File: src/verilog/vdp_pkg.sv
// --------------------
// shared types for the video display processor
// vram is 64K x 16 bits, palette is 256 x 12 bits
// raster counters are CNT_W bits, so a line or frame total
// must stay below 4096
// --------------------
package vdp_pkg;

    localparam int VRAM_AW = 16;        // word address, 64K words
    localparam int COLOR_W = 12;        // 4 bits each of r, g, b
    localparam int CNT_W   = 12;        // raster column / row counters

    // host register numbers
    typedef enum logic [3:0] {
        REG_ADDR     = 4'd0,            // vram word address
        REG_DATA     = 4'd1,            // vram data, read gives prefetched word
        REG_MASK     = 4'd2,            // nibble write mask in bits 3:0
        REG_PAL_ADDR = 4'd3,            // palette index
        REG_PAL_DATA = 4'd4,            // palette color, index auto-increments
        REG_CTRL     = 4'd5,            // bit 0 video enable
        REG_STATUS   = 4'd6             // bit 0 busy, bit 1 vblank
    } vdp_reg_e;

    // bus controller FSM
    typedef enum logic [2:0] {
        IDLE,
        WAIT_SLOT,                      // request held until granted
        WRITE,                          // write taken, bump address
        READ,                           // bump address before prefetch
        CAPTURE                         // latch prefetched word
    } bus_state_e;

    typedef struct packed {
        logic               sel;        // level, held until granted
        logic               wr;
        logic [3:0]         mask;       // one bit per nibble
        logic [VRAM_AW-1:0] addr;
        logic [15:0]        data;
    } vram_req_t;

    typedef struct packed {
        logic               wr;         // single cycle pulse
        logic [7:0]         index;
        logic [COLOR_W-1:0] color;
    } pal_wr_t;

    typedef struct packed {
        logic hsync;                    // active low
        logic vsync;                    // active low
        logic de;
    } sync_t;

    typedef struct packed {
        logic [3:0] red;
        logic [3:0] green;
        logic [3:0] blue;
    } rgb_t;

endpackage

File: src/verilog/vdp_palette.sv
// --------------------
// 256 entry color ram
// host write port, registered video read
// --------------------
`timescale 1ns/10ps

module vdp_palette
    import vdp_pkg::*;
(
    input  logic               clk,
    input  pal_wr_t            wr_i,
    input  logic [7:0]         rd_index_i,
    output logic [COLOR_W-1:0] rd_color_o
);

    logic [COLOR_W-1:0] mem [256];

    always_ff @(posedge clk) begin
        if (wr_i.wr) begin
            mem[wr_i.index] <= wr_i.color;
        end
        rd_color_o <= mem[rd_index_i];      // color one cycle after index
    end

endmodule

File: config.mk
export PLATFORM = sky130hd
export DESIGN_NAME = vdp_palette
export DESIGN_NICKNAME = d
export VERILOG_FILES = /design/src/verilog/vdp_pkg.sv /design/src/verilog/vdp_palette.sv
export SDC_FILE = /design/constraint.sdc
export NUM_CORES = 2
export LEC_CHECK = 0
export BUFFER_PORTS_ARGS = -buffer_cell sky130_fd_sc_hd__buf_2
export CAP_MARGIN = 15
export CORE_UTILIZATION = 38
export CTS_BUF_LIST = sky130_fd_sc_hd__clkbuf_4
export CTS_CLUSTER_DIAMETER = 120
export CTS_CLUSTER_SIZE = 30
export DETAILED_ROUTE_END_ITERATION = 12
export PLACE_DENSITY = 0.62
export SLEW_MARGIN = 20
export SYNTH_ARGS = -nofsm -noshare
export SYNTH_HDL_FRONTEND = slang
export SYNTH_SLANG_ARGS = --single-unit
File: constraint.sdc
create_clock -name clk -period 2.3 [get_ports clk]
set_clock_uncertainty 0.15 [all_clocks]
set_input_delay 0.345 -clock clk [delete_from_list [all_inputs] [get_ports clk]]
set_output_delay 0.345 -clock clk [all_outputs]
set_load 0.02 [all_outputs]
# Word-level counts from Yosys, hierarchy flattened
# Memory sizes are Yosys's and may differ from the RTL's. A register that Yosys moved wholly into a read port is not among the register bits.
# Cells that the tools add are included.
dict set report totals {
  word_cells 3
  out_inout_bits 12
  ff_bits 0
  inputBits 30
  n_memories 1
  ram_bits 3072
}
# name words word_bits read_ports rd_clocked_by_memory_dff write_ports line_no
set mem_list {}
lappend mem_list {mem 256 12 1 1 1 vdp_palette.sv:16} ;# logic [COLOR_W-1:0] mem [256];
dict set report op_classes {
  mux 2
}
# op n
set ops {}
lappend ops {{2-to-1 mux 1 bit} 2}

# Depth between registers and ports, before layout
dict set report logic_depth {
  depth_word 2
  depth_mapped 11
  ltp_nobuf 6
}

# Least setup slack after synthesis
# OpenSTA, ideal clock, no wires.
dict set report synth_path {
  path_kind {input-to-reg}
  startpoint {input port wr_i[15] (netlist name)}
  endpoint {memory mem[235][0], enable pin}
  path_buffers 3
  required_ns 1.770
  setup_ns 0.380
  arrival_time_ns 1.956
  cell_stages 6
  slack_ns -0.186
  path_cell_list {clkbuf_1 -> nor2b_1 -> clkbuf_1 -> nand4_1 -> clkbuf_1 -> nor2_1}
}
# element line_no
set synth_rtl {}
lappend synth_rtl {{start, declared} vdp_palette.sv:11} ;# input pal_wr_t wr_i,
lappend synth_rtl {{end, declared} vdp_palette.sv:16}
# No word-level cell before the write port.

# Worst setup path in the final report
dict set report layout_path {
  startpoint {register rd_color_o[11], read port of mem}
  endpoint {output port rd_color_o[11]}
}
# element line_no
set layout_rtl {}
lappend layout_rtl {{start, declared} vdp_palette.sv:13} ;# output logic [COLOR_W-1:0] rd_color_o
# No word-level cell between the ends.

==> run_results.csv <==
group,metric,value,unit
cts,cts_sinks,3084,
placement,hpwl,210000,microns
critical_path,r2r_setup_slack,-140,ps
drt,wl_per_cell,29.8,microns
logic_synthesis,synth_top_area_frac,0.778,
critical_path,critPathMaxStageDelay,510,ps
critical_path,worstPathMaxFanout,1,
drt,vias,60400,
placement,io_buffers,41,
power,power.total,0.0885,W
timing,maxSlewHeadroom,0.452,
timing,final_hold_viol_count,0,
global_routing,grt_pass1_wl,451000,microns
global_routing,grt_overflow,0,
timing,final.min_clock_period,2510,ps
timing,finalSetupViolations,78,
global_routing,grt_max_degree,98,
critical_path,path_depth,1,
timing,setup-tns-final,-3160,ps
logic_synthesis,syn_avg_cell_area,21.5,sq um
global_routing,antenna_found_initial,24,
critical_path,reg2reg_from,"mem[80][1]",
drt,drtPass1Iterations,5,
logic_synthesis,yosysWarningCount,0,
drt,avgViaCountPerCell,5.67,
hold_path,hp-class,"primary input to register",
final_layout,nNetsFinal,6484,
critical_path,critPathKind,"register to output port",
timing,worstMarginPinSlew,816,ps
run_status,violations,"setup timing",
critical_path,cp_top_family,"flip-flops",
cts,clock_path_buffers,3,
cts,cts_root_buf,"clkbuf_4",
critical_path,crit_end,"rd_color_o[11]",
cts,htreeDepth,3,
global_routing,busiest_layer,"met2",
logic_synthesis,synth-edff-count,3072,
logic_synthesis,synth-async-reset-ratio,0,
die,dieWidth,561,microns
critical_path,r2r-end,"rd_color_o[1]",
critical_path,startpoint_type,"register",
power,leakage,42.9,nW
drt,post-route-drc-count,0,
die,core-area,0.310,sq mm
placement,gp_congestion,0.869,
global_routing,grt.met1_usage,0.281,
logic_synthesis,syn-num-nets,5536,
drt,drt_iter0_markers,7965,
drt,ant_nets,0,
timing,fmax,0.398,GHz
critical_path,crit_required,1800,ps
die,die_height,561,microns
die,row_count,204,
final_layout,layout-drive-gt1-share,0.326,
die,dieArea,0.314,sq mm
logic_synthesis,synth_most_common_cell,"edfxtp_1",
logic_synthesis,synth.ff_latch_count,3084,
timing,final.setup.worst_slack,-211,ps
critical_path,path_buf_inv,1,
placement,dp.cells,10400,
global_routing,track_usage,0.199,
run_status,status,"finished with violations",
logic_synthesis,synth_cell_types,61,
final_layout,area_growth,15.2,%
timing,rsz0062_at_grt,"true",
cts,insertion_delay,1400,ps
logic_synthesis,ys.flop_type,"edfxtp_1",
logic_synthesis,netlist_top_cells_count,"edfxtp_1, mux4_2, nor2_1",
logic_synthesis,synth_cells,5506,
logic_synthesis,ys_seq_area_frac,0.780,
cts,path_clk_slew,290,ps
cts,cts_made_buffers,115,
global_routing,grt_util_met2,0.325,
critical_path,slowest_stage,"dfxtp_4",
global_routing,grt_util_met3,0.0259,
critical_path,cp_cell_sequence,"buf_6",
die,num_io_pins,42,
cts,cts_tree,"yes",
power,p_per_area,647,mW/mm^2
timing,period_share,1.09,
critical_path,rr_worst_depth,8,
global_routing,grt_pass1_vias,60200,
power,ir_worst_vdd,0.415,mV
flow_run,max_cap_viol_count,0,
timing,drv_slew,0,
critical_path,cp.arrival,2020,ps
drt,wl,318000,microns
logic_synthesis,synth_top_area_cell,"edfxtp_1",
critical_path,critPathLaunch,"rd_color_o[11]",
logic_synthesis,netlist_area,0.119,sq mm
final_layout,fin_cells,10700,
critical_path,critPathCaptureType,"output port",
cts,post_cts_buffers,0,
die,initial_core_util,0.383,
logic_synthesis,synth.area.top_cells,"edfxtp_1, mux4_2, mux2i_1, a22oi_1, nor2_1",
[tightest hold or removal path, cell delays in order]
cell,delay (ps)
dlygate4sd3_1,530
buf_2,200
nand3_1,230
nor2_1,150
[area by class of cell]
| class | instances | area (sq um) |
|---|---|---|
| flip-flops and latches | 3084 | 92500 |
| clock buffers | 170 | 1280 |
| repair buffers | 1169 | 12700 |
| well taps | 4120 | 5150 |
| multi-input cells | 2081 | 24800 |
| clock inverters | 9 | 181 |
| diodes | 18 | 45.0 |
| inverters | 3 | 11.3 |
| fillers | 26000 | 173000 |
[cells in the final DEF (no fill, tap or decap), drive strengths merged, types with 4 or more instances in the layout]
cell and n:
buf 1117, and3b 7, or3 4, dlygate4sd3 47, and2 4, inv 6
diode 18, nor2b 37, dfxtp 12, clkbuf 172, mux2 35, mux2i 223
nand2b 9, o32ai 11, o221ai 55, and3 6, nor4 37, nor3 33
a31oi 16, o22ai 88, nand3 32, nand4 13, o2111ai 4, nand3b 4
a211oi 20, a21oi 121, o21ai 35, or2 6, nand2 45, edfxtp 3072
a311oi 5, nor2 302, a22o 19, a22oi 215, nor4b 6, o31ai 5
mux4 636, a221oi 20
[worst min-delay path by stage]
stage | start | to | slack, ps | cells past startpoint
2_1_floorplan | wr_i[0] | mem[0][0] | 290 | 0
3_3_place_gp | wr_i[0] | mem[118][0] | 570 | 1
3_5_place_dp | wr_i[0] | mem[113][0] | 580 | 1
4_1_cts | wr_i[12] | mem[159][3] | 30 | 5
5_1_grt | wr_i[14] | mem[156][3] | -0.8 | 4
6_report | wr_i[14] | mem[156][3] | 140 | 4
[kinds of logic after synthesis]
| family | share of synthesized area |
|---|---|
| AND/OR/NAND/NOR | 0.0217 |
| multiplexers | 0.143 |
| buffers and inverters | 0.0183 |
| AO/OA/AOI/OAI | 0.0375 |
| flip-flops | 0.780 |
[timing repair]
item,4_1_cts,5_1_grt
pin swaps,23,16
resized for setup,133,56
endpoints found under the setup margin,24,240
hold buffers,63,2
hold endpoints to repair,6155,2102
gates cloned,0,0
[report_power, final]
part           leakage [nW]  switching (W)  internal (W)
Clock                 0.861         0.0154       0.00362
Combinational          14.3        0.00432       0.00306
Sequential             27.7       0.000147        0.0619
Total                  42.9         0.0199        0.0686
[metrics by stage]
| stage | utilization | area (sq um) | setup slack, ps | hold slack [ps] |
|---|---|---|---|---|
| CTS | 0.440 | 136000 | -358 | 28.1 |
| global placement | 0.431 | 134000 | -1450 | 573 |
| finish | 0.441 | 137000 | -211 | 145 |
| global route | 0.441 | 137000 | -358 | -0.828 |
| detailed placement | 0.431 | 134000 | -1470 | 577 |
| floorplan | - | 119000 | -186 | 294 |
[sequential cells by signal, summed over array words and instances (netlist names)]
| name | count |
|---|---|
| mem | 3072 |
| rd_color_o | 12 |
[layer usage]
layer / vias up / part of all wire
met1: 32700 / 0.41
met2: 2387 / 0.48
met4: 8 / 0.030
met3: 343 / 0.074
li1: 25000 / -
met5: - / 0.00017
(Power assumes the default switching activity.)
