[src/verilog/vdp_pkg.sv]
// --------------------
// shared types for the video display processor
// vram is 64K x 16 bits, palette is 256 x 12 bits
// raster counters are CNT_W bits, so a line or frame total
// must stay below 4096
// --------------------
package vdp_pkg;

    localparam int VRAM_AW = 16;        // word address, 64K words
    localparam int COLOR_W = 12;        // 4 bits each of r, g, b
    localparam int CNT_W   = 12;        // raster column / row counters

    // host register numbers
    typedef enum logic [3:0] {
        REG_ADDR     = 4'd0,            // vram word address
        REG_DATA     = 4'd1,            // vram data, read gives prefetched word
        REG_MASK     = 4'd2,            // nibble write mask in bits 3:0
        REG_PAL_ADDR = 4'd3,            // palette index
        REG_PAL_DATA = 4'd4,            // palette color, index auto-increments
        REG_CTRL     = 4'd5,            // bit 0 video enable
        REG_STATUS   = 4'd6             // bit 0 busy, bit 1 vblank
    } vdp_reg_e;

    // bus controller FSM
    typedef enum logic [2:0] {
        IDLE,
        WAIT_SLOT,                      // request held until granted
        WRITE,                          // write taken, bump address
        READ,                           // bump address before prefetch
        CAPTURE                         // latch prefetched word
    } bus_state_e;

    typedef struct packed {
        logic               sel;        // level, held until granted
        logic               wr;
        logic [3:0]         mask;       // one bit per nibble
        logic [VRAM_AW-1:0] addr;
        logic [15:0]        data;
    } vram_req_t;

    typedef struct packed {
        logic               wr;         // single cycle pulse
        logic [7:0]         index;
        logic [COLOR_W-1:0] color;
    } pal_wr_t;

    typedef struct packed {
        logic hsync;                    // active low
        logic vsync;                    // active low
        logic de;
    } sync_t;

    typedef struct packed {
        logic [3:0] red;
        logic [3:0] green;
        logic [3:0] blue;
    } rgb_t;

endpackage

[src/verilog/vdp_raster_timer.sv]
// --------------------
// raster counters, visible region first on both axes
// then front porch, sync, back porch
// outputs are decoded straight from the counters
// --------------------
`timescale 1ns/10ps

module vdp_raster_timer
    import vdp_pkg::*;
#(
    parameter int H_VIS  = 16,
    parameter int H_FP   = 2,
    parameter int H_SYNC = 3,
    parameter int H_BP   = 3,
    parameter int V_VIS  = 6,
    parameter int V_FP   = 1,
    parameter int V_SYNC = 1,
    parameter int V_BP   = 1
) (
    input  logic             clk,
    input  logic             rst_i,
    output logic [CNT_W-1:0] col_o,
    output logic [CNT_W-1:0] row_o,
    output sync_t            sync_o,
    output logic             frame_pulse_o,     // first line after the visible ones
    output logic             in_vblank_o
);

    localparam int H_TOTAL   = H_VIS + H_FP + H_SYNC + H_BP;
    localparam int V_TOTAL   = V_VIS + V_FP + V_SYNC + V_BP;
    localparam int H_SYNC_ON = H_VIS + H_FP;
    localparam int V_SYNC_ON = V_VIS + V_FP;

    logic line_end;
    logic frame_end;

    assign line_end  = (col_o == CNT_W'(H_TOTAL - 1));
    assign frame_end = (row_o == CNT_W'(V_TOTAL - 1));

    always_ff @(posedge clk) begin
        if (rst_i) begin
            col_o <= '0;
            row_o <= '0;
        end else if (line_end) begin
            col_o <= '0;
            row_o <= frame_end ? '0 : row_o + 1'b1;
        end else begin
            col_o <= col_o + 1'b1;
        end
    end

    // region decode
    always_comb begin
        sync_o.hsync = !((col_o >= CNT_W'(H_SYNC_ON)) &&
                         (col_o <  CNT_W'(H_SYNC_ON + H_SYNC)));
        sync_o.vsync = !((row_o >= CNT_W'(V_SYNC_ON)) &&
                         (row_o <  CNT_W'(V_SYNC_ON + V_SYNC)));
        sync_o.de    = (col_o < CNT_W'(H_VIS)) && (row_o < CNT_W'(V_VIS));
    end

    assign in_vblank_o   = (row_o >= CNT_W'(V_VIS));
    assign frame_pulse_o = (row_o == CNT_W'(V_VIS)) && (col_o == '0);

endmodule

[config.mk]
export PLATFORM = sky130hd
export DESIGN_NAME = vdp_raster_timer
export DESIGN_NICKNAME = d
export VERILOG_FILES = /design/src/verilog/vdp_pkg.sv /design/src/verilog/vdp_raster_timer.sv
export SDC_FILE = /design/constraint.sdc
export NUM_CORES = 1
export LEC_CHECK = 0
export ABC_AREA = 1
export BUFFER_PORTS_ARGS = -buffer_cell sky130_fd_sc_hd__buf_2
export CAP_MARGIN = 0
export CORE_AREA = 8 8 68 70
export CTS_CLUSTER_SIZE = 20
export DETAILED_ROUTE_END_ITERATION = 8
export DIE_AREA = 0 0 76 78
export HOLD_SLACK_MARGIN = 0.15
export PLACE_DENSITY_LB_ADDON = 0.25
export SYNTH_ARGS = -nofsm -noshare
export SYNTH_HDL_FRONTEND = slang
export SYNTH_SLANG_ARGS = --single-unit
[constraint.sdc]
create_clock -name clk -period 1.4 [get_ports clk]
set_input_delay 0.07 -clock clk [delete_from_list [all_inputs] [get_ports clk]]
set_output_delay 0.07 -clock clk [all_outputs]
set_load 0.01 [all_outputs]
Word-level counts from Yosys, hierarchy flattened
Index checks and enable logic that the tools add are counted.
{ "word_totals": {"word_cells": 23, "output_inout_bits": 29, "inputBits": 2, "ff_bits": 24} }
{ "op_classes": {"muxes": 1, "addsub": 2, "eq_ne": 3, "magnitude_cmp": 7, "n_reduce_logical": 8} }
{ "ops": {"columns": ["cell", "count"], "rows": [
  ["12-bit by 1-bit adder with 12-bit output (second input constant)", 2],
  ["12-bit by 3-bit >= comparator with 1-bit output (second input constant)", 2],
  ["12-bit by 5-bit less-than comparator with 1-bit output (second input constant)", 2],
  ["12-bit by 3-bit equality test with 1-bit output (second input constant)", 1],
  ["12-bit by 4-bit equality test with 1-bit output (second input constant)", 1],
  ["12-bit by 5-bit equality test with 1-bit output (second input constant)", 1],
  ["12-bit by 5-bit >= comparator with 1-bit output (second input constant)", 1],
  ["12-bit zero test", 1],
  ["12-bit by 3-bit less-than comparator with 1-bit output (second input constant)", 1],
  ["12-bit by 4-bit less-than comparator with 1-bit output (second input constant)", 1],
  ["12-bit two-way mux", 1],
  ["1-bit logical AND", 4],
  ["1-bit zero test", 2],
  ["2-bit OR reduction", 1]
]} }

Longest topological paths before layout
{ "logic_depth": {"depth_word": 3, "mapped_depth": 9, "ltp_nobuf": 9} }

Least setup slack after synthesis
OpenSTA, ideal clock, no wires.
{ "synth_path": {"path_kind": "register -> register", "from": "register col_o[1]", "to": "register row_o[4]", "t_arrival_ns": 1.349, "stages_incl_launch_ff": 9, "synth_period_minus_slack_ns": 1.479, "setup_slack_ns": -0.079, "t_required_ns": 1.270, "path_buffers": 0, "setup_ns": 0.130, "cell_sequence": "dfxtp_1 -> ha_1 -> inv_1 -> nor2_4 -> nand2_4 -> nor2_4 -> inv_2 -> nand2_1 -> a21oi_1"} }
{ "synth_between": {"elab_chain_len": 1} }
{ "synth_lines": {"columns": ["item", "line", "text"], "rows": [
  ["start: declaration", "vdp_raster_timer.sv:22", "output logic [CNT_W-1:0] col_o,"],
  ["start signal: assignment", "vdp_raster_timer.sv:48", "col_o <= col_o + 1'b1;"],
  ["12-bit by 5-bit equality test with 1-bit output", "vdp_raster_timer.sv:37", "assign line_end = (col_o == CNT_W'(H_TOTAL - 1));"],
  ["end signal: assignment", "vdp_raster_timer.sv:46", "row_o <= frame_end ? '0 : row_o + 1'b1;"],
  ["end: declaration", "vdp_raster_timer.sv:23", "output logic [CNT_W-1:0] row_o,"]
]} }
No other way between the ends.
A chain may end at the register's enable or synchronous reset.

==> run metrics <==
post-placement cell count 325; Top-Level Pins 31; sequential fraction of the synthesis area 0.316; total placed instance area 1870 um^2; vias in the first global route 1,537; clock slew at reported path FFs 0.14 ns; most common cell type on the critical path sky130_fd_sc_hd__nand2_2; area share of the largest cell type after synthesis 0.316; data arrival time of the worst path 1.45 ns; setup total negative slack -0.458 ns; clock buffer count from CTS 3; total iterations of the first detailed-routing run 4; die extent in x 76 um; starting density of the core 0.428; synthesis-to-layout area growth 43.6%; most frequent cells in the layout 49 x sky130_fd_sc_hd__nand2_1, 29 x sky130_fd_sc_hd__buf_4, 28 x sky130_fd_sc_hd__buf_2; detailed-placement wirelength estimate 3000 um; port bufs 30; Pwr Density 551 nW/um^2; setup slack after layout -0.121 ns; maximum level of the CTS H-tree 1; root buffer cell sky130_fd_sc_hd__clkbuf_4; max_slew headroom 0.790; Worst Setup Start Kind register; number of clock sinks 24; length in cells of the worst reg-to-reg path 8; y dimension of the die 78 um; Max Transition Viols Final 0; Max-cap violations 0; top fanout value on the critical path 6; yosys synthesis warning count 0; Floorplan Core Area 3550 um^2; cell depth of the worst hold path 2; Routed Antenna Nets 0; shortest clock period the worst path allows after layout 1.52 ns; violations in the final reports negative setup slack; Mapped Area 1520 um^2; static leakage 1.04 nW; Synth Area per Inst 6.64 um^2; ANT cells 0; unrepaired setup endpoints after global routing true; Max Clock Freq 0.657 GHz; post-layout utilization of the core 0.615; critical path data required time 1.33 ns; synth top area cells sky130_fd_sc_hd__dfxtp_1 32%, sky130_fd_sc_hd__nand2_1 13%, sky130_fd_sc_hd__inv_1 7.9%; Die Footprint 5930 um^2; Starting DRT DRC Count 68; number of failing hold endpoints at the final stage 0; final worst-path cycle share 1.09; first-pass GRT wire length 6930 um; final std cells w/o fill 345; average detailed-routed wire length per instance 12.1 um; pin count of the biggest net entering global routing 14; category of the worst setup path capture point output port; clock tree from TritonCTS built; worst-case vdd ir drop 348 uV; most area-hungry cell type in the Yosys netlist sky130_fd_sc_hd__dfxtp_1; clock tree skew after final layout 0.00463 ns; Total Routed Length 4160 um; initial antenna violation count 0; placer congestion estimate 0.798; number of register bits inferred by synthesis 24; number of nets in the final layout 306; critical path start-end classification reg2out; CP Cell Sequence nor2_4 > nand2_2 > nor2_4 > nand2_2 > inv_2 > nand2_2 > nor2_1 > buf_2; maximum count of clock buffers along a single path 2; total routing resource utilization after global routing 0.137; summed area of non-filler cells in the final layout 2180 um^2; Syn Nets 237; stage delay of the slowest cell on the critical path 0.40 ns; later-pin clock latency in the skew report 0.32 ns; Setup-failing EPs final 5; ratio of routed vias to standard cells 4.83; final total power 1.20 mW; Hold Path Class reg2reg; number of core rows 22; post-detailed-route DRC marker count 0; Vias 1,667; slew of the pin with the lowest slew margin 0.315 ns; instance count of the mapped netlist 229; number of distinct standard cells referenced by the synthesized netlist 24; most frequent standard cell in the layout excluding fill and tap cells sky130_fd_sc_hd__nand2_1; status finished with violations; GRT overflow 0; layout cell share with drive strength beyond 1 0.434; Critical Path Slowest Stage Cell sky130_fd_sc_hd__dfxtp_4
==> critical path, delay by kind of cell, from the launching register on <==
family,cells,cell delay [ns]
simple gates,6,0.52
buf+inv,2,0.21
flops,1,0.40
==> metrics by stage <==
stage | setup slack [ns] | hold slack (ns)
after global placement | 0.0320 | 0.354
after floorplan | 0.0267 | 0.362
final | -0.121 | 0.487
after global routing | -0.264 | 0.505
after CTS | -0.147 | 0.502
after detailed placement | -0.0116 | 0.363
==> cells in the mapped netlist (all sizes together) <==
cell type   n
a21oi      14
buf         1
clkbuf      1
dfxtp      24
ha          6
inv        34
nand2      59
nand3      23
nand4      10
nor2       42
nor3        6
nor3b       1
o21ai       3
or2         1
xor2        4
==> flip-flops by register name (all words and copies together), names as in the netlist <==
register	count
col_o	12
row_o	12
==> layout make-up <==
cell class                      instances  area (um^2)
Multi-Input combinational cell        170          995
Sequential cell                        24          504
Timing Repair Buffer                   65          455
Inverter                               34          133
Fill cell                             332         1370
Clock buffer                            4         36.3
Tap cell                               48         60.1
==> where the power goes <==
part           switching [mW]  internal, mW  leakage [nW]  total [mW]
Clock                   0.218         0.159        0.0210       0.377
Combinational          0.0703        0.0659         0.815       0.136
Sequential            0.00603         0.685         0.201       0.691
Total                   0.294         0.910          1.04        1.20
==> what timing repair did <==
item,4_1_cts,5_1_grt
endpoints found under the hold margin,8,0
pin swaps,14,12
setup endpoints to repair,13,24
hold buffers,1,0
gates resized for setup,27,25
setup buffers,9,6
cloned,1,0
==> per-layer routing <==
layer	global-route usage	part of all wire
met3	0.0357	0.047
met5	0	0
met4	0.0451	0.0053
met1	0.166	0.44
met2	0.230	0.50
==> final timing paths <==
kind	startpoint	slack, ns	endpoint
worst min register to register	col_o[11]$_SDFF_PP0_	0.49	col_o[11]$_SDFF_PP0_
worst max-delay path	row_o[6]$_SDFFE_PP0N_	-0.12	sync_o[0]
worst min-delay path	col_o[11]$_SDFF_PP0_	0.49	col_o[11]$_SDFF_PP0_
worst max register to register	col_o[1]$_SDFF_PP0_	0.02	row_o[6]$_SDFFE_PP0N_
==> cell families after synthesis <==
group / Yosys count / share of synthesized area
adders and majority gates: 6 / 0.0494
AOI/OAI and AO/OA: 17 / 0.0658
and+or+nand+nor: 142 / 0.446
xor gates and xnor gates: 4 / 0.0230
DFF: 24 / 0.316
buffers and inverters: 36 / 0.0996
No activity file was read; power rests on OpenSTA's default activity.
