==> config.mk <==
export PLATFORM = sky130hd
export DESIGN_NAME = vdp_pixel_fetch
export DESIGN_NICKNAME = d
export VERILOG_FILES = /design/src/verilog/vdp_pkg.sv /design/src/verilog/vdp_pixel_fetch.sv
export SDC_FILE = /design/constraint.sdc
export NUM_CORES = 1
export LEC_CHECK = 0
export ABC_AREA = 0
export BUFFER_PORTS_ARGS = -buffer_cell sky130_fd_sc_hd__buf_2
export CAP_MARGIN = 20
export CORE_UTILIZATION = 47
export CTS_CLUSTER_DIAMETER = 50
export DETAILED_ROUTE_END_ITERATION = 7
export GPL_ROUTABILITY_DRIVEN = 1
export GPL_TIMING_DRIVEN = 0
export MAX_ROUTING_LAYER = met4
export PLACE_DENSITY = 0.86
export SETUP_SLACK_MARGIN = 0.3
export SYNTH_ARGS = -nofsm -noshare
export SYNTH_HDL_FRONTEND = slang
export SYNTH_SLANG_ARGS = --single-unit
==> constraint.sdc <==
create_clock -name clk -period 4.01 [get_ports clk]
set_clock_uncertainty 0.1 [all_clocks]
set_input_delay 0 -clock clk [delete_from_list [all_inputs] [get_ports clk]]
set_output_delay 0 -clock clk [all_outputs]
set_load 0.02 [all_outputs]
==> src/verilog/vdp_pkg.sv <==
// --------------------
// shared types for the video display processor
// vram is 64K x 16 bits, palette is 256 x 12 bits
// raster counters are CNT_W bits, so a line or frame total
// must stay below 4096
// --------------------
package vdp_pkg;

    localparam int VRAM_AW = 16;        // word address, 64K words
    localparam int COLOR_W = 12;        // 4 bits each of r, g, b
    localparam int CNT_W   = 12;        // raster column / row counters

    // host register numbers
    typedef enum logic [3:0] {
        REG_ADDR     = 4'd0,            // vram word address
        REG_DATA     = 4'd1,            // vram data, read gives prefetched word
        REG_MASK     = 4'd2,            // nibble write mask in bits 3:0
        REG_PAL_ADDR = 4'd3,            // palette index
        REG_PAL_DATA = 4'd4,            // palette color, index auto-increments
        REG_CTRL     = 4'd5,            // bit 0 video enable
        REG_STATUS   = 4'd6             // bit 0 busy, bit 1 vblank
    } vdp_reg_e;

    // bus controller FSM
    typedef enum logic [2:0] {
        IDLE,
        WAIT_SLOT,                      // request held until granted
        WRITE,                          // write taken, bump address
        READ,                           // bump address before prefetch
        CAPTURE                         // latch prefetched word
    } bus_state_e;

    typedef struct packed {
        logic               sel;        // level, held until granted
        logic               wr;
        logic [3:0]         mask;       // one bit per nibble
        logic [VRAM_AW-1:0] addr;
        logic [15:0]        data;
    } vram_req_t;

    typedef struct packed {
        logic               wr;         // single cycle pulse
        logic [7:0]         index;
        logic [COLOR_W-1:0] color;
    } pal_wr_t;

    typedef struct packed {
        logic hsync;                    // active low
        logic vsync;                    // active low
        logic de;
    } sync_t;

    typedef struct packed {
        logic [3:0] red;
        logic [3:0] green;
        logic [3:0] blue;
    } rgb_t;

endpackage

==> src/verilog/vdp_pixel_fetch.sv <==
// --------------------
// vram arbiter plus pixel pipeline
// video owns the ram on every even visible column while enabled
// one word = two pixels, even pixel in the high byte
// H_VIS must be even
// --------------------
`timescale 1ns/10ps

module vdp_pixel_fetch
    import vdp_pkg::*;
#(
    parameter int H_VIS = 16
) (
    input  logic             clk,
    input  logic             rst_i,
    input  logic [CNT_W-1:0] col_i,
    input  logic [CNT_W-1:0] row_i,
    input  sync_t            sync_i,
    input  logic             video_ena_i,
    input  vram_req_t        host_req_i,
    input  logic [15:0]      vram_rdata_i,
    output vram_req_t        vram_req_o,
    output logic             host_grant_o,
    output logic [7:0]       pal_index_o,
    output sync_t            sync_o,
    output logic             blank_o
);

    localparam sync_t SYNC_IDLE = '{hsync: 1'b1, vsync: 1'b1, de: 1'b0};

    logic               video_take;         // video owns the ram this cycle
    logic [VRAM_AW-1:0] line_base;          // word address of the current line
    logic [VRAM_AW-1:0] line_start;
    logic [VRAM_AW-1:0] vid_addr;
    logic               odd_q;              // pixel phase, aligned with rdata
    logic [7:0]         low_hold;           // odd pixel of the last word
    sync_t              sync_d1;
    logic [1:0]         blank_q;

    assign video_take = video_ena_i && sync_i.de && !col_i[0];

    // running address, no multiply
    assign line_start = (row_i == '0) ? '0 : line_base;
    assign vid_addr   = line_start + VRAM_AW'(col_i >> 1);

    always_ff @(posedge clk) begin
        if (rst_i) begin
            line_base <= '0;
        end else if (sync_i.de && col_i == CNT_W'(H_VIS - 1)) begin
            line_base <= line_start + VRAM_AW'(H_VIS / 2);  // step one line
        end
    end

    always_comb begin
        if (video_take) begin
            vram_req_o.sel  = 1'b1;
            vram_req_o.wr   = 1'b0;
            vram_req_o.mask = 4'h0;
            vram_req_o.addr = vid_addr;
            vram_req_o.data = 16'h0000;
        end else begin
            vram_req_o = host_req_i;
        end
    end

    assign host_grant_o = host_req_i.sel && !video_take;    // pulse, host drops sel after

    // odd pixel uses the low byte saved in the even cycle
    always_ff @(posedge clk) begin
        if (!odd_q) begin
            low_hold <= vram_rdata_i[7:0];
        end
    end

    assign pal_index_o = odd_q ? low_hold : vram_rdata_i[15:8];

    // sync and blank follow the 2 cycle index + palette path
    always_ff @(posedge clk) begin
        if (rst_i) begin
            odd_q   <= 1'b0;
            sync_d1 <= SYNC_IDLE;
            sync_o  <= SYNC_IDLE;
            blank_q <= 2'b11;
        end else begin
            odd_q   <= col_i[0];
            sync_d1 <= sync_i;
            sync_o  <= sync_d1;
            blank_q <= {blank_q[0], !(sync_i.de && video_ena_i)};
        end
    end

    assign blank_o = blank_q[1];

endmodule

[After elaboration in Yosys (flattened, before gate mapping)]
Cells that the tools add are included.
Storage, ports and cells
  bits in registers: 33
  bits of input ports: 84
  output and inout bits: 51
  word-level logic and storage cells: 24
Cells by class
  add/subtract/negate cells: 2
  eq/ne operators: 1
  multiplexer cells: 3
  reductions and logical operators: 8
Operator list (count)
  two-way mux 38 bit: 1
  adder 16 x 11 -> 16 bit: 1
  adder 16 x 4 -> 16 bit (second input constant): 1
  two-way mux 16 bit: 1
  equality test 12 x 4 -> 1 bit (second input constant): 1
  zero test 12 bit: 1
  two-way mux 8 bit: 1
  logical AND 1 bit: 4
  zero test 1 bit: 3

[Logic depth before layout (Yosys ltp)]
Gate-level depths: netlist of run 1.
  depth after elaboration: 4
  mapped depth: 18
  gate-level depth less buffers: 15

[Least setup slack after synthesis of run 1]
Ideal clock, no wire load.
  path kind: input to output
  start point: input port row_i[7]
  end point: output port vram_req_o[30] (netlist bit)
  arrival time: 3746 ps
  data required time: 3910 ps
  setup slack: 164 ps
  stages on the path: 18
  buffers on the path: 3
  path through: nor4_1 nand3_1 clkbuf_1 clkbuf_1 clkbuf_1 and2_1 ha_1 inv_1 fa_1 nor2b_1 o21ai_0 a21o_1 o221a_2 o2bb2ai_1 a41oi_1 o21ai_0 xnor2_1 o21ai_0
RTL lines
  start: declaration: line vdp_pixel_fetch.sv:17  | input logic [CNT_W-1:0] row_i,
  end: declaration: line vdp_pixel_fetch.sv:22  | output vram_req_t vram_req_o,

==> run metrics, run 1 <==
Pint 0.000655 W; Reg2Reg Depth 10; layout cell share with drive strength beyond 1 0.406; core area approximately 0.0055 mm^2; Final #Nets 618; unrepaired setup endpoints after global routing true; Tightest Pin Transition about 0.7 ns; post-route ant nets 0; Syn. warnings 0; FFs w/ async S/R, synth 0; Yosys cell types 60; average via count per standard cell just under 6; normalized max-slew margin 0.528; Tot GR Track Use 0.304; Synth area leader dfxtp_1; Final Hold Viols 0; synth top area cells dfxtp_1 (19%), edfxtp_1 (8.9%), and2_1 (7.0%); CTS Buf Count 5; DIE AREA between 0.006 and 0.007 mm^2; fin. max-slew vios 0; # diodes 0; Yosys top cell area share 0.186; pin count of the biggest net entering global routing 11; Critical Path Source Type input pin; commonest non-fill, non-tap cell in the layout buf_2; first-pass GRT wire length between 10 and 15 mm; routed wire length between 10 and 15 mm; Root Buffer clkbuf_8; Worst EP required between 3 and 4 ns; r2r setup slk slightly above 1 ns; maxcap violations 0; worst hold path cell count 4; EDFF count, synth 8; CTS Sinks 33; Static Leak between 1.5 and 2 nW; post-synth net total about 440; peak fanout along the critical path 10; # DRC 0; Final Power 0.000914 W; Worst Hold Class in -> out; Max clock buf depth 2; Die W roughly 78 um; Place WS -0.684 ns; combinational power share 0.253; FP Rows 27; # IOs 135; Cell Area, Synth roughly 0.0027 mm^2; HPWL Detailed 6.16 mm; Main synth FF type dfxtp_1; Setup-failing EPs final 0; H-tree levels 2; post-route cell area 0.00422 mm^2; Yosys reg bits 33; die height a little under 80 um; Tmin final roughly 3.7 ns; initial antenna violation count 0; buffers added on ports approximately 130; routability cong. between 0.9 and 1; WL per Instance around 17 um; sequential-to-total area share from yosys stat 0.275; kind of critical path in -> out; Pwr per Cell Area between 200 and 250 mW/mm^2; status finished, final reports clean; Via Count ~3.5k; Sw Pwr 0.000259 W; TritonCTS clock tree done; latest clock arrival within the worst-skew pair between 0.2 and 0.3 ns; vias in the first global route 3094; Area Growth Syn to Fin 57.0%; most frequent cells in the layout buf_2 (127), nand2_1 (39), and2_1 (30), dfxtp_1 (25), o21ai_0 (24); cell count after synthesis approximately 350; Max Freq between 200 and 300 MHz; Post-Syn Area per Cell 7.73 um^2; share of power burned in registers 0.387; setup ws final between 0.2 and 0.3 ns; clock power share 0.361; total global routing overflow 0; Starting Density 0.488; crit end category output pin; drt first pass iters 6; Iter 0 DRT Violations ~380; Peak VDD IR roughly 160 uV; post-route clock period utilization 0.935; switching share of power 0.284; Post-DP Area 0.00344 mm^2; crit path DAT 3.65 ns
-- critical path: stages --
cell and delay, ns:
buf_2 0.12, nor4_4 0.31, nand3_2 0.16, buf_8 0.16, buf_8 0.14, buf_8 0.14, and2_1 0.19, ha_4 0.26
and3_4 0.20, nor4_1 0.35, or4_4 0.22, a21oi_4 0.07, buf_6 0.15, o41ai_4 0.43, o211a_1 0.22, a211o_1 0.13
xor2_1 0.15, o21ai_1 0.07, buf_4 0.18
-- cell usage after synthesis (all sizes together), types with 4 or more instances --
master  instances
xor2            6
and2           30
nand3           9
ha              5
nor2           17
o31ai           4
or2             7
xnor2          13
o211ai          4
dfxtp          25
nand2b          5
nor3            8
clkbuf         25
nor2b           6
a21oi          16
o211a           5
a21o            4
mux2           10
edfxtp          8
o21ai          32
inv            11
and3            6
nand2          40
nor4            5
-- per-layer routing --
layer | routed length (um) | global-route usage | vias up | part of all wire
met4 | 325 | 0.0887 | 0 | 0.032
li1 | - | - | 1603 | -
met2 | 5090 | 0.544 | 208 | 0.50
met5 | 0 | - | - | 0
met1 | 3970 | 0.355 | 1628 | 0.39
met3 | 780 | 0.0388 | 36 | 0.077
-- sequential cells by signal, summed over array words and instances, names as in the netlist --
name	count
line_base	16
low_hold	8
sync_d1	3
sync_o	3
blank_q	2
odd_q	1
-- power groups by stage --
stage / sequential, W / combinational, W / clock, W
2_1_floorplan: 0.000361 / 0.000112 / 0
3_3_place_gp: 0.000360 / 0.000195 / 0
3_5_place_dp: 0.000360 / 0.000200 / 0
4_1_cts: 0.000353 / 0.000219 / 0.000321
5_1_grt: 0.000354 / 0.000246 / 0.000341
6_report: 0.000353 / 0.000231 / 0.000330
-- cell type report --
cell class                 count  area, um^2
tap                           72        90.1
timing repair buffer         173        1100
fill                         359        1280
inverter                      11        41.3
buffer                        28         153
clock inverter                 1        30.0
clock buffer                   7        86.3
multi-input combinational    276        1990
sequential                    33         741
-- kinds of logic (layout without fill, tap and decap cells) --
| family | Yosys count | count (layout) | synth area share |
|---|---|---|---|
| buffers and inverters | 39 | 220 | 0.0596 |
| AOI/OAI and AO/OA | 93 | 93 | 0.237 |
| DFF | 33 | 33 | 0.275 |
| xor gates and xnor gates | 19 | 19 | 0.0619 |
| adders and majority gates | 6 | 6 | 0.0307 |
| and+or+nand+nor | 148 | 148 | 0.294 |
| muxes | 10 | 10 | 0.0419 |
-- path summary, 6_finish.rpt --
| path | start | end |
|---|---|---|
| hold / removal | host_req_i[27] | vram_req_o[27] |
| setup reg to reg | line_base[4] | line_base[13] |
| setup / recovery | row_i[8] | vram_req_o[25] |
| hold reg to reg | blank_q[0] | blank_q[1] |
-- per-stage QoR --
stage	util	setup TNS (ns)	cells	hold slack, ns
6_report	0.767	0	601	0.204
5_1_grt	0.767	0	601	0.225
4_1_cts	0.723	0	594	0.207
3_5_place_dp	0.625	-4.41	551	0.0784
3_3_place_gp	0.625	-4.31	551	0.0774
2_1_floorplan	-	0	348	-0.0284
-- repair_timing --
action / in CTS / in global routing
buffers inserted: 20 / 7
setup endpoints to repair: 12 / 8
resized for setup: 28 / 38
endpoints found under the hold margin: 13 / 0
hold buffers: 15 / 0
pin swaps: 12 / 18
Note: power is estimated with default switching activity, not from simulation.
==> run 2, diff against run 1 <==
Settings changed: PLACE_DENSITY 0.86 to 0.9.
==> run metrics, run 2 (synthesis gave the netlist of run 1 again) <==
Largest Register line_base (unchanged); # DRC 0 (unchanged); routed wire length 8.94 mm (was 10.2 mm); Pwr per Cell Area 203 mW/mm^2 (was 216 mW/mm^2); Peak VDD IR 151 uV (was 162 uV); Max Freq 275 MHz (was 267 MHz); normalized max-slew margin 0.541 (was 0.528); area occupied by multi-input gates 0.00196 mm^2 (was 0.00199 mm^2); Worst EP required 3.91 ns (about the same); latest clock arrival within the worst-skew pair 0.27 ns (was 0.29 ns); status finished, final reports clean (unchanged); Filler Cell Count 426 (was 359); kind of critical path in -> out (unchanged); pin count of the biggest net entering global routing 11 (unchanged); Iter 0 DRT Violations 236 (was 379); CTS Buf Count 5 (unchanged); r2r setup slk 1.16 ns (was 1.01 ns); commonest non-fill, non-tap cell in the layout buf_2 (unchanged); Root Buffer clkbuf_8 (unchanged); Tot GR Track Use 0.287 (was 0.304); CP endpoint vram_req_o[31] (was vram_req_o[25]); first-pass GRT wire length 13.3 mm (was 14.2 mm); die height 77.6 um (unchanged); critical path, cell by cell buf_2 -> nor4_4 -> nand3_2 -> buf_8 -> buf_8 -> buf_8 -> and2_4 -> ha_4 -> and3_4 -> nor4_2 -> or4_4 -> a21oi_4 -> o211a_1 -> nor4_2 -> or4b_1 -> nand3_2 -> buf_6 (was buf_2 -> nor4_4 -> nand3_2 -> buf_8 -> buf_8 -> buf_8 -> and2_1 -> ha_4 -> and3_4 -> nor4_1 -> or4_4 -> a21oi_4 -> buf_6 -> o41ai_4 -> o211a_1 -> a211o_1 -> xor2_1 -> o21ai_1 -> buf_4); Setup-failing EPs final 0 (unchanged); Crit path top cell by count buf_8 (unchanged); Via Count 3322 (was 3475); Critical Path Source Type input pin (unchanged); core area 0.00551 mm^2 (unchanged); Max clock buf depth 2 (unchanged); WL per Instance 15.2 um (was 16.9 um); Reg2Reg Depth 10 (unchanged); Layout Utilization 0.723 (was 0.767); unrepaired setup endpoints after global routing false (was true); # diodes 0 (unchanged); Critical Path Start row_i[6] (was row_i[8]); layout cell share with drive strength beyond 1 0.388 (was 0.406); DIE AREA 0.00603 mm^2 (unchanged); Placed Instances 551 (unchanged); drt first pass iters 5 (was 6); vias in the first global route 2905 (was 3094); Crit Reg-Reg Startpoint line_base[4] (unchanged); Area Growth Syn to Fin 48.0% (was 57.0%); reg-to-reg endpoint line_base[13] (unchanged); Worst Hold Class in -> out (unchanged); average via count per standard cell 5.66 (was 5.78); most frequent cells in the layout buf_2 (129), nand2_1 (39), and2_1 (29), o21ai_0 (25), dfxtp_1 (25) (was buf_2 (127), nand2_1 (39), and2_1 (30), dfxtp_1 (25), o21ai_0 (24)); Largest regs line_base: 16 flops, low_hold: 8 flops (unchanged); buffers added on ports 131 (unchanged); Static Leak 1.72 nW (was 1.86 nW); Crit path largest cell delay 0.54 ns (was 0.43 ns); # IOs 135 (unchanged); routability cong. 0.955 (was 0.942); Die W 77.6 um (unchanged); Slowest cell on crit path or4_4 (was o41ai_4); initial antenna violation count 0 (unchanged); crit path DAT 3.54 ns (was 3.65 ns); Final #Nets 604 (was 618); crit end category output pin (unchanged); total global routing overflow 0 (unchanged); TritonCTS clock tree done (unchanged); Finished Layout Cells 587 (was 601); CTS Sinks 33 (unchanged); post-route ant nets 0 (unchanged); max reg flops 16 (unchanged); Tmin final 3.64 ns (was 3.75 ns); storage element area 741 um^2 (unchanged); maxcap violations 0 (unchanged); Tightest Pin Transition 0.683 ns (was 0.702 ns); Final Hold Viols 0 (unchanged); H-tree levels 2 (unchanged); peak fanout along the critical path 8 (was 10); Starting Density 0.488 (unchanged); fin. max-slew vios 0 (unchanged); post-route clock period utilization 0.908 (was 0.935); HPWL Detailed 6.24 mm (was 6.16 mm); FP Rows 27 (unchanged)
run 2: cell types whose count changed in the layout (fill, tap and decap cells not counted), moves of 2 or more:
cell     before  now
buf_4        13   16
o21ai_1       8    6
buf_6        21    2
buf_2       127  129
run 2: cell type report:
class / count / area share
Buffer: 28 / 0.0384
Clock buffer: 7 / 0.0192
Clock inverter: 1 / 0.000943
Inverter: 11 / 0.0104
Multi-Input combinational cell: 276 / 0.493
Sequential cell: 33 / 0.186
Tap cell: 72 / 0.0226
Timing Repair Buffer: 159 / 0.230
run 2: how the worst min path moves through the flow:
stage                                from             end  slack, ns  cells past startpoint
after CTS                  host_req_i[31]  vram_req_o[31]       0.20                      4
final                      host_req_i[27]  vram_req_o[27]       0.21                      4
after global routing       host_req_i[13]  vram_req_o[13]       0.23                      3
after detailed placement  vram_rdata_i[4]     low_hold[4]       0.08                      1
after global placement    vram_rdata_i[7]     low_hold[7]       0.08                      1
after floorplan                     rst_i           odd_q      -0.03                      1
run 2: through the flow:
stage	area [um^2]	power, W	worst slack, ns	hold slack (ns)	setup TNS (ns)
6_report	3980	0.000809	0.367	0.215	0
2_1_floorplan	2690	0.000473	0.313	-0.0284	0
5_1_grt	3980	0.000844	0.275	0.230	0
3_3_place_gp	3440	0.000555	-0.634	0.0775	-3.60
4_1_cts	3810	0.000808	0.292	0.203	0
3_5_place_dp	3440	0.000560	-0.718	0.0781	-4.75
run 2: report_power, final:
part           total, W  leakage, nW  internal, W  switching (W)
clock          0.000231       0.0399     0.000121       0.000110
sequential     0.000353        0.285     0.000351     0.00000248
combinational  0.000225         1.40    0.0000994       0.000126
run 2: what timing repair did:
| action | 4_1_cts | 5_1_grt |
|---|---|---|
| pin swaps | 7 | 16 |
| gates resized for setup | 24 | 20 |
| buffers inserted | 3 | 10 |
| endpoints found under the hold margin | 13 | 0 |
| setup endpoints to repair | 12 | 8 |
| hold buffers | 15 | 0 |
run 2: worst max-delay path: cells and delay by family:
| family | cells | cell delay, ns |
|---|---|---|
| AO/OA/AOI/OAI | 2 | 0.48 |
| adder cells (fa/ha/maj) | 1 | 0.29 |
| buffers and inverters | 5 | 0.65 |
| AND/OR/NAND/NOR | 9 | 2.10 |
run 2: routing by layer:
layer,GRT usage,vias to the layer above,wire (um)
met1,0.340,1519,3410
met2,0.494,202,4580
met4,0.108,0,210
met5,-,-,0
li1,-,1576,-
met3,0.0365,25,745
==> run 3, diff against run 2 <==
Settings changed: BUFFER_PORTS_ARGS -buffer_cell sky130_fd_sc_hd__buf_2 to -buffer_cell sky130_fd_sc_hd__clkbuf_2, CORE_UTILIZATION 47 to 42, GPL_ROUTABILITY_DRIVEN 1 to not set, PLACE_DENSITY 0.9 to 0.85.
Clock period 4.01 ns to 3 ns, I/O delays scaled along.
==> run metrics, run 3 (synthesis gave the netlist of run 1 again) <==
Max clock buf depth 2 (unchanged); Pwr per Cell Area 292 mW/mm^2 (was 203 mW/mm^2); core area 0.00606 mm^2 (was 0.00551 mm^2); Reg2Reg Depth 10 (unchanged); r2r setup slk 0.40 ns (was 1.16 ns); routability cong. 0.943 (was 0.955); unrepaired setup endpoints after global routing true (was false); post-route clock period utilization 1.18; first-pass GRT wire length 13.7 mm (was 13.3 mm); # IOs 135 (unchanged); share of power burned in registers 0.362 (was 0.436); Area Growth Syn to Fin 66.2% (was 48.0%); Setup-failing EPs final 10 (was 0); Starting Density 0.444 (was 0.488); # DRC 0 (unchanged); CTS Buf Count 5 (unchanged); clock power share 0.385 (was 0.285); worst hold path cell count 4 (unchanged); Tightest Pin Transition 0.702 ns (was 0.683 ns); Critical Path Source Type input pin (unchanged); Layout Utilization 0.737 (was 0.723); die height 82.0 um (was 77.6 um); drt first pass iters 5 (unchanged); Largest regs line_base: 16 flops, low_hold: 8 flops (unchanged); post-route cell area 0.00447 mm^2 (was 0.00398 mm^2); vias in the first global route 2920 (was 2905); most frequent cells in the layout clkbuf_2 (121), nand2_1 (39), and2_1 (28), dfxtp_1 (25), buf_4 (24) (was buf_2 (129), nand2_1 (39), and2_1 (29), o21ai_0 (25), dfxtp_1 (25)); H-tree levels 2 (unchanged); peak fanout along the critical path 5 (was 8); Tmin final 3.54 ns; Static Leak 1.94 nW (was 1.72 nW); M3 GR Usage 0.0489 (was 0.0365); crit path DAT 3.44 ns (was 3.54 ns); maxcap violations 0 (unchanged); HPWL Detailed 6.32 mm (was 6.24 mm); M2 GR Usage 0.499 (was 0.494); CTS Sinks 33 (unchanged); max reg flops 16 (unchanged); Tot GR Track Use 0.276 (was 0.287); WL per Instance 15.8 um (was 15.2 um); Sw Pwr 0.000354 W (was 0.000238 W); initial antenna violation count 0 (unchanged); status finished, violations left (was finished, final reports clean); Via Count 3316 (was 3322); Worst EP required 2.90 ns (was 3.91 ns); total global routing overflow 0 (unchanged); Final #Nets 616 (was 604); Max Freq 282 MHz; # diodes 0 (unchanged); switching share of power 0.272 (was 0.295); fin. max-slew vios 0 (unchanged); Pint 0.000949 W (was 0.000571 W); pin count of the biggest net entering global routing 12 (was 11); Largest Register line_base (unchanged); Peak VDD IR 236 uV (was 151 uV); post-route ant nets 0 (unchanged); Post-DP Area 0.00365 mm^2 (was 0.00344 mm^2); TritonCTS clock tree done (unchanged); GRT busiest layer met2 (unchanged); hold slack final 0.208 ns (was 0.215 ns); Root Buffer clkbuf_8 (unchanged); DIE AREA 0.00673 mm^2 (was 0.00603 mm^2); routed wire length 9.53 mm (was 8.94 mm); met1 Track Usage GR 0.307 (was 0.340); buffers added on ports 131 (unchanged); normalized max-slew margin 0.532 (was 0.541); Worst Hold Class in -> out (unchanged); latest clock arrival within the worst-skew pair 0.28 ns (was 0.27 ns); crit end category output pin (unchanged); Die W 82.0 um (was 77.6 um); Filler Cell Count 446 (was 426); average via count per standard cell 5.51 (was 5.66); layout cell share with drive strength beyond 1 0.457 (was 0.388); combinational power share 0.253 (was 0.278); Placed Instances 554 (was 551); Iter 0 DRT Violations 251 (was 236); Final Hold Viols 0 (unchanged); failing checks negative setup slack; Finished Layout Cells 602 (was 587); commonest non-fill, non-tap cell in the layout clkbuf_2 (was buf_2); setup ws final -0.541 ns (was 0.367 ns); FP Rows 28 (was 27); kind of critical path in -> out (unchanged)
==> run 3: changes by cell type in the layout (fill, tap and decap cells not counted), moves of 3 or more <==
cell / before / now
o21ai_0: 25 / 18
clkbuf_2: 1 / 121
buf_6: 2 / 8
clkbuf_1: 23 / 20
buf_4: 16 / 24
o21ai_2: 1 / 6
buf_2: 129 / 1
clkbuf_8: 5 / 12
==> run 3: final timing paths <==
path / endpoint / from
setup / recovery: vram_req_o[27] / row_i[3]
setup reg to reg: line_base[13] / line_base[4]
hold / removal: vram_req_o[29] / host_req_i[29]
hold reg to reg: sync_o[1] / sync_d1[1]
==> run 3: cell type report <==
type | count | area, um^2 | area share
Multi-Input combinational cell | 276 | 2190 | 0.490
Timing Repair Buffer | 171 | 1090 | 0.245
Sequential cell | 33 | 741 | 0.166
Buffer | 28 | 174 | 0.0389
Tap cell | 75 | 93.8 | 0.0210
Clock buffer | 5 | 68.8 | 0.0154
Clock inverter | 3 | 65.1 | 0.0146
Inverter | 11 | 41.3 | 0.00924
==> run 3: stage by stage <==
stage / TNS [ns] / total power, W / setup slack [ns]
after floorplan: -0.591 / 0.000644 / -0.187
after global placement: -4.68 / 0.000761 / -0.722
after detailed placement: -5.05 / 0.000766 / -0.753
after CTS: -3.12 / 0.00129 / -0.450
after global routing: -4.90 / 0.00135 / -0.609
final: -4.23 / 0.00130 / -0.541
==> run 3: power by group through the flow <==
stage / Sequential, W / Clock, W / Combinational (W)
after CTS: 0.000471 / 0.000501 / 0.000318
after floorplan: 0.000483 / 0 / 0.000161
after global placement: 0.000481 / 0 / 0.000280
after global routing: 0.000472 / 0.000524 / 0.000357
after detailed placement: 0.000481 / 0 / 0.000285
final: 0.000471 / 0.000502 / 0.000330
==> run 3: metal layers <==
metal | share of wire | routed length [um]
met5 | 0 | 0
met4 | 0.017 | 159
met3 | 0.057 | 541
met2 | 0.52 | 4930
met1 | 0.41 | 3900
==> run 3: critical path, stage by stage <==
cell	delay [ns]
clkbuf_2	0.10
nor4_4	0.30
nand3_2	0.14
buf_8	0.15
clkbuf_16	0.14
clkbuf_16	0.15
and2_4	0.14
ha_4	0.22
a21o_4	0.23
o211ai_1	0.46
a21oi_4	0.11
buf_4	0.15
o211a_4	0.26
o31a_1	0.26
o211a_1	0.26
o31ai_4	0.18
clkbuf_8	0.18
==> run 3: what timing repair did <==
action	CTS	global route
hold buffers	15	0
setup buffers	15	10
endpoints found under the hold margin	13	0
gates cloned	0	0
pin swaps	25	25
endpoints found under the setup margin	14	15
gates resized for setup	39	29
